$ cat src/ctrl_consts.svh
// core controller constants
// widths, PC and exception-vector selector codes, forwarding selector
// codes, trap cause codes and jump-kind codes shared by the controller

`ifndef CTRL_CONSTS_SVH
`define CTRL_CONSTS_SVH

// field widths
`define CTRL_CAUSE_W      6
`define CTRL_IRQ_ID_W     5
`define CTRL_PC_MUX_W     3
`define CTRL_EXC_PC_W     3
`define CTRL_FW_SEL_W     2
`define CTRL_JUMP_W       2
`define CTRL_REG_ADDR_W   6

// PC selector in the fetch stage
`define PC_BOOT           3'b000
`define PC_JUMP           3'b010
`define PC_BRANCH         3'b011
`define PC_EXCEPTION      3'b100
`define PC_MRET           3'b101

// exception vector selector
`define EXC_PC_EXCEPTION  3'b000
`define EXC_PC_IRQ        3'b001

// operand forwarding source
`define SEL_REGFILE       2'b00
`define SEL_FW_EX         2'b01
`define SEL_FW_WB         2'b10

// mcause codes for synchronous traps
`define CAUSE_ILLEGAL     6'h02
`define CAUSE_BREAKPOINT  6'h03
`define CAUSE_ECALL_M     6'h0B

// jump kind as reported by the decoder
`define BRANCH_NONE       2'b00
`define BRANCH_JAL        2'b01
`define BRANCH_JALR       2'b10
`define BRANCH_COND       2'b11

`endif

$ cat src/ctrl_pkg.sv
// core controller types
// vector typedefs, the controller state encoding and the packed
// bundles passed between the FSM, hazard unit and forwarding unit

`include "ctrl_consts.svh"

package ctrl_pkg;

  // plain vectors with a meaning
  typedef logic [`CTRL_CAUSE_W-1:0]    cause_t;
  typedef logic [`CTRL_IRQ_ID_W-1:0]   irq_id_t;
  typedef logic [`CTRL_PC_MUX_W-1:0]   pc_mux_t;
  typedef logic [`CTRL_EXC_PC_W-1:0]   exc_pc_t;
  typedef logic [`CTRL_FW_SEL_W-1:0]   fw_sel_t;
  typedef logic [`CTRL_JUMP_W-1:0]     jump_kind_t;
  typedef logic [`CTRL_REG_ADDR_W-1:0] reg_addr_t;

  // controller states
  typedef enum logic [3:0] {
    RESET,
    BOOT_SET,
    FIRST_FETCH,
    DECODE,
    IRQ_FLUSH,
    IRQ_TAKEN_ID,
    IRQ_TAKEN_IF,
    FLUSH_EX,
    FLUSH_WB,
    WAIT_SLEEP,
    SLEEP
  } ctrl_state_e;

  // decoder strobes for the instruction in ID
  typedef struct packed {
    logic       illegal;
    logic       ecall;
    logic       ebreak;
    logic       mret;
    logic       pipe_flush;
    logic       csr_status;
    jump_kind_t jump_kind;
  } dec_info_s;

  // register match bits from the ID stage comparators
  typedef struct packed {
    logic ex_is_a;
    logic ex_is_b;
    logic ex_is_c;
    logic wb_is_a;
    logic wb_is_b;
    logic wb_is_c;
    logic alu_is_a;
    logic alu_is_b;
    logic alu_is_c;
    logic we_ex;
    logic we_wb;
    logic alu_we_fw;
  } reg_match_s;

  // PC update request to the fetch stage
  typedef struct packed {
    logic    pc_set;
    pc_mux_t pc_mux;
    exc_pc_t exc_pc_mux;
  } pc_ctrl_s;

  // CSR save and restore strobes
  typedef struct packed {
    logic   save_if;
    logic   save_id;
    logic   save_ex;
    logic   save_cause;
    logic   restore_mret;
    cause_t cause;
    logic   irq_sec;
  } csr_ctrl_s;

  // forwarding selectors for operands a, b and c
  typedef struct packed {
    fw_sel_t a;
    fw_sel_t b;
    fw_sel_t c;
  } fw_sel_s;

endpackage

$ cat src/core_ctrl_fsm.sv
// core controller FSM
// sequences boot, first fetch and decode, handles taken branches and
// unconditional jumps, pipeline flushes for traps and mret, machine
// interrupts taken from ID or IF, and the sleep handshake

`include "ctrl_consts.svh"

module core_ctrl_fsm import ctrl_pkg::*;
(
  input  logic      clk,
  input  logic      rst_n,

  input  logic      fetch_enable_i,
  input  logic      instr_valid_i,
  input  logic      id_ready_i,
  input  logic      ex_valid_i,
  input  logic      branch_taken_ex_i,
  // jump instruction still held in ID
  input  logic      jump_in_id_i,
  input  dec_info_s dec_i,

  // interrupt controller
  input  logic      irq_i,
  input  logic      irq_req_i,
  input  logic      irq_sec_i,
  input  irq_id_t   irq_id_i,
  input  logic      m_ie_i,

  input  logic      jr_stall_i,

  output logic      instr_req_o,
  output logic      ctrl_busy_o,
  output logic      is_decoding_o,
  output pc_ctrl_s  pc_ctrl_o,
  output csr_ctrl_s csr_ctrl_o,
  output cause_t    exc_cause_o,
  output logic      irq_ack_o,
  output irq_id_t   irq_id_o,
  output logic      exc_ack_o,
  output logic      exc_kill_o,
  output logic      halt_if_o,
  output logic      halt_id_o
);

  ctrl_state_e state_d;
  ctrl_state_e state_q;

  logic jump_done;
  logic jump_done_q;
  logic jump_in_dec;
  logic irq_enabled;

  // JAL and JALR target is known in ID, conditional branches resolve in EX
  assign jump_in_dec = (dec_i.jump_kind == `BRANCH_JAL) ||
                       (dec_i.jump_kind == `BRANCH_JALR);

  // only machine mode, so one enable bit gates every request
  assign irq_enabled = irq_req_i & m_ie_i;

  assign irq_id_o    = irq_id_i;

  //////////////////////////////////////////////////////////////////////
  // next state and output decode
  //////////////////////////////////////////////////////////////////////

  always_comb
  begin
    state_d       = state_q;
    jump_done     = jump_done_q;

    instr_req_o   = 1'b1;
    ctrl_busy_o   = 1'b1;
    is_decoding_o = 1'b0;
    halt_if_o     = 1'b0;
    halt_id_o     = 1'b0;

    pc_ctrl_o.pc_set     = 1'b0;
    pc_ctrl_o.pc_mux     = `PC_BOOT;
    pc_ctrl_o.exc_pc_mux = `EXC_PC_IRQ;

    csr_ctrl_o = '0;
    exc_cause_o = '0;
    irq_ack_o   = 1'b0;
    exc_ack_o   = 1'b0;
    exc_kill_o  = 1'b0;

    unique case (state_q)
      // idle after reset, no fetch until enabled
      RESET:
      begin
        instr_req_o = 1'b0;
        if (fetch_enable_i)
        begin
          state_d = BOOT_SET;
        end
      end

      // load the boot address into the fetch stage
      BOOT_SET:
      begin
        pc_ctrl_o.pc_set = 1'b1;
        pc_ctrl_o.pc_mux = `PC_BOOT;
        state_d          = FIRST_FETCH;
      end

      // wait for the first instruction to reach ID
      FIRST_FETCH:
      begin
        if (id_ready_i)
        begin
          state_d = DECODE;
        end
        // ID holds nothing yet, so the IF pc is the one saved
        if (irq_enabled)
        begin
          halt_if_o = 1'b1;
          halt_id_o = 1'b1;
          state_d   = IRQ_TAKEN_IF;
        end
      end

      DECODE:
      begin
        if (branch_taken_ex_i)
        begin
          // taken branch in EX wins, the ID instruction is squashed
          pc_ctrl_o.pc_set = 1'b1;
          pc_ctrl_o.pc_mux = `PC_BRANCH;
        end
        else if (instr_valid_i)
        begin
          is_decoding_o = 1'b1;

          if (irq_enabled)
          begin
            // drain EX before taking the interrupt
            halt_if_o = 1'b1;
            halt_id_o = 1'b1;
            state_d   = IRQ_FLUSH;
          end
          else
          begin
            // a masked request is dropped by the interrupt controller
            exc_kill_o = irq_req_i;

            if (jump_in_dec)
            begin
              pc_ctrl_o.pc_mux = `PC_JUMP;
              // wait out the jr stall, then redirect exactly once
              if (!jr_stall_i && !jump_done_q)
              begin
                pc_ctrl_o.pc_set = 1'b1;
                jump_done        = 1'b1;
              end
            end
            else if (dec_i.ecall || dec_i.illegal || dec_i.ebreak)
            begin
              halt_if_o             = 1'b1;
              halt_id_o             = 1'b1;
              csr_ctrl_o.save_id    = 1'b1;
              csr_ctrl_o.save_cause = 1'b1;
              if (dec_i.ecall)
                csr_ctrl_o.cause = `CAUSE_ECALL_M;
              else if (dec_i.illegal)
                csr_ctrl_o.cause = `CAUSE_ILLEGAL;
              else
                csr_ctrl_o.cause = `CAUSE_BREAKPOINT;
              state_d = FLUSH_EX;
            end
            else if (dec_i.mret)
            begin
              halt_if_o               = 1'b1;
              halt_id_o               = 1'b1;
              csr_ctrl_o.restore_mret = 1'b1;
              state_d                 = FLUSH_EX;
            end
            else if (dec_i.pipe_flush)
            begin
              halt_if_o = 1'b1;
              halt_id_o = 1'b1;
              state_d   = FLUSH_EX;
            end
            else if (dec_i.csr_status)
            begin
              // stop fetching until the CSR access has left ID
              halt_if_o = 1'b1;
              state_d   = id_ready_i ? FLUSH_EX : DECODE;
            end
          end
        end
      end

      // hold IF and ID until the EX instruction completes
      FLUSH_EX:
      begin
        halt_if_o = 1'b1;
        halt_id_o = 1'b1;
        if (ex_valid_i)
        begin
          state_d = FLUSH_WB;
        end
      end

      // pipeline is empty, redirect for the trap or the return
      FLUSH_WB:
      begin
        halt_if_o = 1'b1;
        halt_id_o = 1'b1;

        if (dec_i.ecall || dec_i.illegal || dec_i.ebreak)
        begin
          pc_ctrl_o.pc_set     = 1'b1;
          pc_ctrl_o.pc_mux     = `PC_EXCEPTION;
          pc_ctrl_o.exc_pc_mux = `EXC_PC_EXCEPTION;
          if (dec_i.ecall)
            exc_cause_o = `CAUSE_ECALL_M;
          else if (dec_i.illegal)
            exc_cause_o = `CAUSE_ILLEGAL;
          else
            exc_cause_o = `CAUSE_BREAKPOINT;
        end
        else if (dec_i.mret)
        begin
          pc_ctrl_o.pc_set = 1'b1;
          pc_ctrl_o.pc_mux = `PC_MRET;
        end

        // a pipe flush here is wfi
        state_d = dec_i.pipe_flush ? WAIT_SLEEP : DECODE;
      end

      // stop fetching, busy drops once in SLEEP
      WAIT_SLEEP:
      begin
        instr_req_o = 1'b0;
        halt_if_o   = 1'b1;
        halt_id_o   = 1'b1;
        state_d     = SLEEP;
      end

      // core clock may be gated while not busy
      SLEEP:
      begin
        instr_req_o = 1'b0;
        ctrl_busy_o = 1'b0;
        halt_if_o   = 1'b1;
        halt_id_o   = 1'b1;
        if (irq_i)
        begin
          state_d = FIRST_FETCH;
        end
      end

      // re-check the raw line, the request may have been withdrawn
      IRQ_FLUSH:
      begin
        halt_if_o = 1'b1;
        halt_id_o = 1'b1;
        if (irq_i && m_ie_i)
        begin
          state_d = IRQ_TAKEN_ID;
        end
        else
        begin
          exc_kill_o = 1'b1;
          state_d    = DECODE;
        end
      end

      IRQ_TAKEN_ID,
      IRQ_TAKEN_IF:
      begin
        pc_ctrl_o.pc_set      = 1'b1;
        pc_ctrl_o.pc_mux      = `PC_EXCEPTION;
        pc_ctrl_o.exc_pc_mux  = `EXC_PC_IRQ;
        exc_cause_o           = {1'b0, irq_id_i};
        // interrupt bit set in mcause
        csr_ctrl_o.cause      = {1'b1, irq_id_i};
        csr_ctrl_o.irq_sec    = irq_sec_i;
        csr_ctrl_o.save_cause = 1'b1;
        csr_ctrl_o.save_id    = (state_q == IRQ_TAKEN_ID);
        csr_ctrl_o.save_if    = (state_q == IRQ_TAKEN_IF);
        irq_ack_o             = 1'b1;
        exc_ack_o             = 1'b1;
        state_d               = DECODE;
      end

      default:
      begin
        instr_req_o = 1'b0;
        state_d     = RESET;
      end
    endcase
  end

  //////////////////////////////////////////////////////////////////////
  // state and jump-done registers
  //////////////////////////////////////////////////////////////////////

  always_ff @(posedge clk or negedge rst_n)
  begin
    if (!rst_n)
    begin
      state_q     <= RESET;
      jump_done_q <= 1'b0;
    end
    else
    begin
      state_q     <= state_d;
      // cleared once the jump leaves ID
      jump_done_q <= jump_done & jump_in_id_i & ~id_ready_i;
    end
  end

endmodule

$ cat src/hazard_unit.sv
// hazard unit
// raises the load-use and jump-register stalls and decides when the
// register file write enable of the ID instruction is dropped

`include "ctrl_consts.svh"

module hazard_unit import ctrl_pkg::*;
(
  input  logic       is_decoding_i,
  input  logic       illegal_i,
  input  jump_kind_t jump_kind_i,
  input  logic       data_req_ex_i,
  input  logic       wb_ready_i,
  input  reg_match_s reg_match_i,
  input  reg_addr_t  regfile_waddr_ex_i,
  input  reg_addr_t  regfile_waddr_id_i,

  output logic       load_stall_o,
  output logic       jr_stall_o,
  output logic       deassert_we_o
);

  logic load_pending;
  logic src_hit_ex;
  logic dst_hit_id;

  // load in EX, or a WB write that has not retired yet
  assign load_pending = (data_req_ex_i & reg_match_i.we_ex) |
                        (~wb_ready_i & reg_match_i.we_wb);

  // any ID source reads the EX destination
  assign src_hit_ex = reg_match_i.ex_is_a |
                      reg_match_i.ex_is_b |
                      reg_match_i.ex_is_c;

  // write-after-write on the same destination
  assign dst_hit_id = is_decoding_i &&
                      (regfile_waddr_ex_i == regfile_waddr_id_i);

  // jalr target must come straight from the register file
  // depends only on decoder and match inputs, never on is_decoding
  assign jr_stall_o = (jump_kind_i == `BRANCH_JALR) &&
                      ((reg_match_i.we_wb     & reg_match_i.wb_is_a) ||
                       (reg_match_i.we_ex     & reg_match_i.ex_is_a) ||
                       (reg_match_i.alu_we_fw & reg_match_i.alu_is_a));

  always_comb
  begin
    load_stall_o = load_pending & (src_hit_ex | dst_hit_id);

    // no write back from a stalled, invalid or non-decoded instruction
    deassert_we_o = ~is_decoding_i | illegal_i | load_stall_o | jr_stall_o;
  end

endmodule

$ cat src/fwd_unit.sv
// operand forwarding unit
// picks the source of operands a, b and c for the ID stage, with EX
// results taking priority over WB, and fixed overrides for misaligned
// accesses and multicycle multiplies

`include "ctrl_consts.svh"

module fwd_unit import ctrl_pkg::*;
(
  input  reg_match_s reg_match_i,
  input  logic       data_misaligned_i,
  input  logic       mult_multicycle_i,

  output fw_sel_s    fw_sel_o
);

  always_comb
  begin
    fw_sel_o.a = `SEL_REGFILE;
    fw_sel_o.b = `SEL_REGFILE;
    fw_sel_o.c = `SEL_REGFILE;

    // WB to ID
    if (reg_match_i.we_wb)
    begin
      if (reg_match_i.wb_is_a)
        fw_sel_o.a = `SEL_FW_WB;
      if (reg_match_i.wb_is_b)
        fw_sel_o.b = `SEL_FW_WB;
      if (reg_match_i.wb_is_c)
        fw_sel_o.c = `SEL_FW_WB;
    end

    // EX to ID, newer value overrides WB
    if (reg_match_i.alu_we_fw)
    begin
      if (reg_match_i.alu_is_a)
        fw_sel_o.a = `SEL_FW_EX;
      if (reg_match_i.alu_is_b)
        fw_sel_o.b = `SEL_FW_EX;
      if (reg_match_i.alu_is_c)
        fw_sel_o.c = `SEL_FW_EX;
    end

    // second half of a misaligned access reuses the EX address
    if (data_misaligned_i)
    begin
      fw_sel_o.a = `SEL_FW_EX;
      fw_sel_o.b = `SEL_REGFILE;
    end
    else if (mult_multicycle_i)
    begin
      // multiplier keeps its partial result on operand c
      fw_sel_o.c = `SEL_FW_EX;
    end
  end

endmodule

$ cat src/core_controller.sv
// core controller top level
// connects the controller FSM, the hazard unit and the forwarding unit

module core_controller import ctrl_pkg::*;
(
  input  logic       clk,
  input  logic       rst_n,

  input  logic       fetch_enable_i,
  input  logic       instr_valid_i,
  input  logic       id_ready_i,
  input  logic       ex_valid_i,
  input  logic       wb_ready_i,
  input  logic       branch_taken_ex_i,
  input  logic       jump_in_id_i,
  input  dec_info_s  dec_i,

  // interrupts
  input  logic       irq_i,
  input  logic       irq_req_i,
  input  logic       irq_sec_i,
  input  irq_id_t    irq_id_i,
  input  logic       m_ie_i,

  // hazard and forwarding inputs
  input  reg_match_s reg_match_i,
  input  logic       data_req_ex_i,
  input  reg_addr_t  regfile_waddr_ex_i,
  input  reg_addr_t  regfile_waddr_id_i,
  input  logic       data_misaligned_i,
  input  logic       mult_multicycle_i,

  output logic       instr_req_o,
  output logic       ctrl_busy_o,
  output logic       is_decoding_o,
  output pc_ctrl_s   pc_ctrl_o,
  output csr_ctrl_s  csr_ctrl_o,
  output cause_t     exc_cause_o,
  output logic       irq_ack_o,
  output irq_id_t    irq_id_o,
  output logic       exc_ack_o,
  output logic       exc_kill_o,
  output logic       halt_if_o,
  output logic       halt_id_o,
  output logic       deassert_we_o,
  output logic       load_stall_o,
  output logic       jr_stall_o,
  output fw_sel_s    fw_sel_o
);

  // is_decoding feeds the hazard unit, jr_stall feeds back to the FSM
  core_ctrl_fsm u_fsm (
    .clk               (clk),
    .rst_n             (rst_n),
    .fetch_enable_i    (fetch_enable_i),
    .instr_valid_i     (instr_valid_i),
    .id_ready_i        (id_ready_i),
    .ex_valid_i        (ex_valid_i),
    .branch_taken_ex_i (branch_taken_ex_i),
    .jump_in_id_i      (jump_in_id_i),
    .dec_i             (dec_i),
    .irq_i             (irq_i),
    .irq_req_i         (irq_req_i),
    .irq_sec_i         (irq_sec_i),
    .irq_id_i          (irq_id_i),
    .m_ie_i            (m_ie_i),
    .jr_stall_i        (jr_stall_o),
    .instr_req_o       (instr_req_o),
    .ctrl_busy_o       (ctrl_busy_o),
    .is_decoding_o     (is_decoding_o),
    .pc_ctrl_o         (pc_ctrl_o),
    .csr_ctrl_o        (csr_ctrl_o),
    .exc_cause_o       (exc_cause_o),
    .irq_ack_o         (irq_ack_o),
    .irq_id_o          (irq_id_o),
    .exc_ack_o         (exc_ack_o),
    .exc_kill_o        (exc_kill_o),
    .halt_if_o         (halt_if_o),
    .halt_id_o         (halt_id_o)
  );

  hazard_unit u_hazard (
    .is_decoding_i      (is_decoding_o),
    .illegal_i          (dec_i.illegal),
    .jump_kind_i        (dec_i.jump_kind),
    .data_req_ex_i      (data_req_ex_i),
    .wb_ready_i         (wb_ready_i),
    .reg_match_i        (reg_match_i),
    .regfile_waddr_ex_i (regfile_waddr_ex_i),
    .regfile_waddr_id_i (regfile_waddr_id_i),
    .load_stall_o       (load_stall_o),
    .jr_stall_o         (jr_stall_o),
    .deassert_we_o      (deassert_we_o)
  );

  fwd_unit u_fwd (
    .reg_match_i       (reg_match_i),
    .data_misaligned_i (data_misaligned_i),
    .mult_multicycle_i (mult_multicycle_i),
    .fw_sel_o          (fw_sel_o)
  );

endmodule

$ cat config.mk
export PLATFORM = sky130hd
export DESIGN_NAME = core_controller
export DESIGN_NICKNAME = d
export VERILOG_FILES = /design/src/ctrl_pkg.sv /design/src/core_ctrl_fsm.sv /design/src/hazard_unit.sv /design/src/fwd_unit.sv /design/src/core_controller.sv
export VERILOG_INCLUDE_DIRS = /design/src
export SDC_FILE = /design/constraint.sdc
export NUM_CORES = 1
export LEC_CHECK = 0
export BUFFER_PORTS_ARGS = -buffer_cell sky130_fd_sc_hd__buf_2
export CAP_MARGIN = 15
export CORE_ASPECT_RATIO = 1.2
export CORE_UTILIZATION = 35
export CTS_BUF_LIST = sky130_fd_sc_hd__clkbuf_2
export CTS_CLUSTER_DIAMETER = 80
export DETAILED_ROUTE_END_ITERATION = 10
export PLACE_DENSITY = 0.83
export SYNTH_ARGS = -nofsm -noshare
export SYNTH_HDL_FRONTEND = slang
export SYNTH_HIERARCHICAL = 1
export SYNTH_SLANG_ARGS = --single-unit
$ cat constraint.sdc
create_clock -name clk -period 3.1 [get_ports clk]
set_input_delay 0.155 -clock clk [delete_from_list [all_inputs] [get_ports clk]]
set_output_delay 0.155 -clock clk [all_outputs]
set_load 0.01 [all_outputs]
==> out/results.ini <==
[outcome]
status=finished clean

[sta]
tns_ns=0
finalCritPeriodShare_pct=85.8
timing.final.crit_period_ns=2.66
rsz0062_at_grt=no
hold_violations=0
clock.fmax_mhz=376
setup_viol=0
slew_headroom_pct=63.0
slew_violations=0
setup_ws_ns=0.439
skew_ns=0.00133
worst_pin_slew_ns=0.555

[global_routing]
grt-ovfl-total=0
grt_start_max_net_pins=22
antenna_found_initial=0
grt_pass1_vias=1281
grt_pass1_wl_um=5240
grt_usage_pct=20.6

[setup_path]
r2r_end=u_fsm/state_q[1]
startpoint=u_fsm/state_q[1]
path_cells=nand4bb_1 > nor2_1 > nand4_1 > o41a_1 > o21ai_1 > buf_2
r2r_cells=3
critical_path_peak_fanout=21
slowest_stage=dfrtp_1
cp.arrival_ns=2.51
critPathMaxStageDelay_ns=0.69
regToRegSetupSlack_ns=1.20
start_kind=register
rr_startpoint=u_fsm/state_q[1]
crit_type=reg2out
crit_required_ns=2.94
end_kind=primary output
crit_path_end=deassert_we_o

[logic_synthesis]
synth_compound_area_share_pct=31.9
synthAdderAreaFrac_pct=0
synth_area_per_cell_um2=6.99
ys.flop_type=dfrtp_1
yosys.area_share.xor_xnor_pct=8.19
synth_cell_types=49
synth_top_family_by_area=simple AND/OR/NAND/NOR gates
netlist_area_um2=1050
async_flop_share_pct=100
postSynthCellCount=151
ys_seq_elements=5
synth_edf_count=0
yosysSeqAreaShare_pct=11.9
yosysWarnings=6
synthSimpleGateAreaFrac_pct=35.2
synth_mux_area_share_pct=1.07

[job]
drv_cap=0

[floorplanning]
die_y_um=62.1
dieArea_um2=3240
coreArea_um2=2840
die_w_um=52.1
initial_core_util_pct=37.2
ios=100
num_rows=21

[drt]
dr.pass1.iters=4
drc=0
drtIter0Drc=38
via_per_inst=5.13
ant_nets=0
route.detailed.wl_per_inst_um=12.3
wl_um=3350
num_vias=1396

[hold_path]
min-delay-start=id_ready_i
hold_path.class=in2reg

[clocking]
cts_setup_buffers=0
clockBufferDepth=2
clockRootBuffer=clkbuf_2
clock_latency_ns=0.21
tritoncts=built
htreeDepth=1
cts_hold_buffers=1
clkTransAtPathRegs_ns=0.06
cts_made_buffers=3
ctsResizeCount=0
clock_sinks=5

[cells_and_area]
finalNetCount=292
area_delta_synth_final_pct=43.4
fill_cells=297
ff_latch_area_um2=125
finish.instance_area_um2=1510
insertedDiodeCount=0
drive_above_1_share_pct=44.1
multi_input_area_um2=821

[power_and_ir_drop]
power_leakage_nw=0.820
powerDensity_nw_per_um2=647
ir_drop_uv=425

[placed_design]
pre_cts_ws_ns=0.719
place_congestion=0.857
dpl-instance-area_um2=1480
post-dp-hpwl_um=2890
io_buffers=95

[flip-flops by register name, indices dropped and copies added, names as in the netlist]
| signal | cells |
|---|---|
| u_fsm/state_q | 4 |
| u_fsm/jump_done_q | 1 |
[placed cells by master (no fill, tap or decap), drive strengths merged, types with 5 or more instances in the layout]
| cell type | instances |
|---|---|
| buf | 95 |
| nand2 | 16 |
| o21ai | 14 |
| nor2 | 11 |
| and2 | 7 |
| a21oi | 7 |
| xnor2 | 6 |
| nor3 | 6 |
| nand2b | 5 |
| inv | 5 |
| dfrtp | 5 |
| nor2b | 5 |
[cell type report]
type | count | share of cell area, %
sequential | 5 | 8.27
timing repair buffer | 96 | 32.1
multi-input combinational | 128 | 54.3
tap | 34 | 2.81
inverter | 5 | 1.24
clock buffer | 4 | 1.32
[layer usage]
| metal | wire length [µm] | GRT usage [%] | vias to the layer above |
|---|---|---|---|
| li1 | - | - | 707 |
| met1 | 1280 | 22.8 | 621 |
| met2 | 1770 | 38.3 | 64 |
| met3 | 274 | 2.94 | 4 |
| met4 | 31 | 6.08 | 0 |
| met5 | 0 | 0 | - |
[metrics by stage]
stage          hold slack (ns)  cells  util, %  total power [mW]
6_report                 0.179    272     53.3             0.979
5_1_grt                  0.170    272     53.3              1.09
4_1_cts                  0.169    272     53.3             0.981
3_5_place_dp           -0.0192    267     52.2             0.919
3_3_place_gp           -0.0291    267     52.2             0.906
2_1_floorplan           -0.141    154        -             0.691
[how the worst min path moves through the flow]
stage,cells after the start,to
floorplan,0,u_fsm/jump_done_q
global placement,1,u_fsm/state_q[0]
detailed placement,1,u_fsm/state_q[0]
CTS,2,u_fsm/jump_done_q
global route,2,u_fsm/jump_done_q
finish,2,u_fsm/jump_done_q
[synth_stat cells, types with 2 or more instances]
| master | count | area, µm² |
|---|---|---|
| and2_1 | 7 | 43.8 |
| a21o_1 | 2 | 15.0 |
| o21ai_0 | 10 | 50.1 |
| nor2_1 | 11 | 41.3 |
| nor3b_1 | 3 | 22.5 |
| clkbuf_1 | 2 | 7.51 |
| o21ai_1 | 4 | 20.0 |
| o31ai_1 | 2 | 15.0 |
| nand2_1 | 16 | 60.1 |
| nor2b_1 | 4 | 25.0 |
| a21oi_1 | 7 | 35.0 |
| a22oi_1 | 2 | 15.0 |
| xnor2_1 | 6 | 52.6 |
| nand2b_1 | 5 | 31.3 |
| inv_1 | 5 | 18.8 |
| nor3_1 | 6 | 30.0 |
| nand3b_1 | 2 | 15.0 |
| a22o_1 | 2 | 17.5 |
| xor2_1 | 2 | 17.5 |
| a32oi_1 | 2 | 17.5 |
| or3_1 | 3 | 18.8 |
| o22ai_1 | 3 | 18.8 |
| buf_2 | 3 | 15.0 |
| buf_4 | 10 | 75.1 |
| dfrtp_1 | 5 | 125 |
| and3_1 | 4 | 25.0 |
[critical path, delay by kind of cell (launching register included)]
kind / cells / cell delay, ns
simple gates: 3 / 0.87
compound gates: 2 / 0.58
flops: 1 / 0.69
buf+inv: 1 / 0.14
[cells by family after synthesis]
group	after synthesis
buffers and inverters	21
DFF	5
muxes	1
and+or+nand+nor	68
other	1
xor gates and xnor gates	9
AOI/OAI and AO/OA	46
[where the power goes]
group | switching [mW] | internal, mW
clock network | 0.0264 | 0.0342
logic | 0.389 | 0.344
registers | 0.0947 | 0.0912
Power figures use the tool's default switching activity.
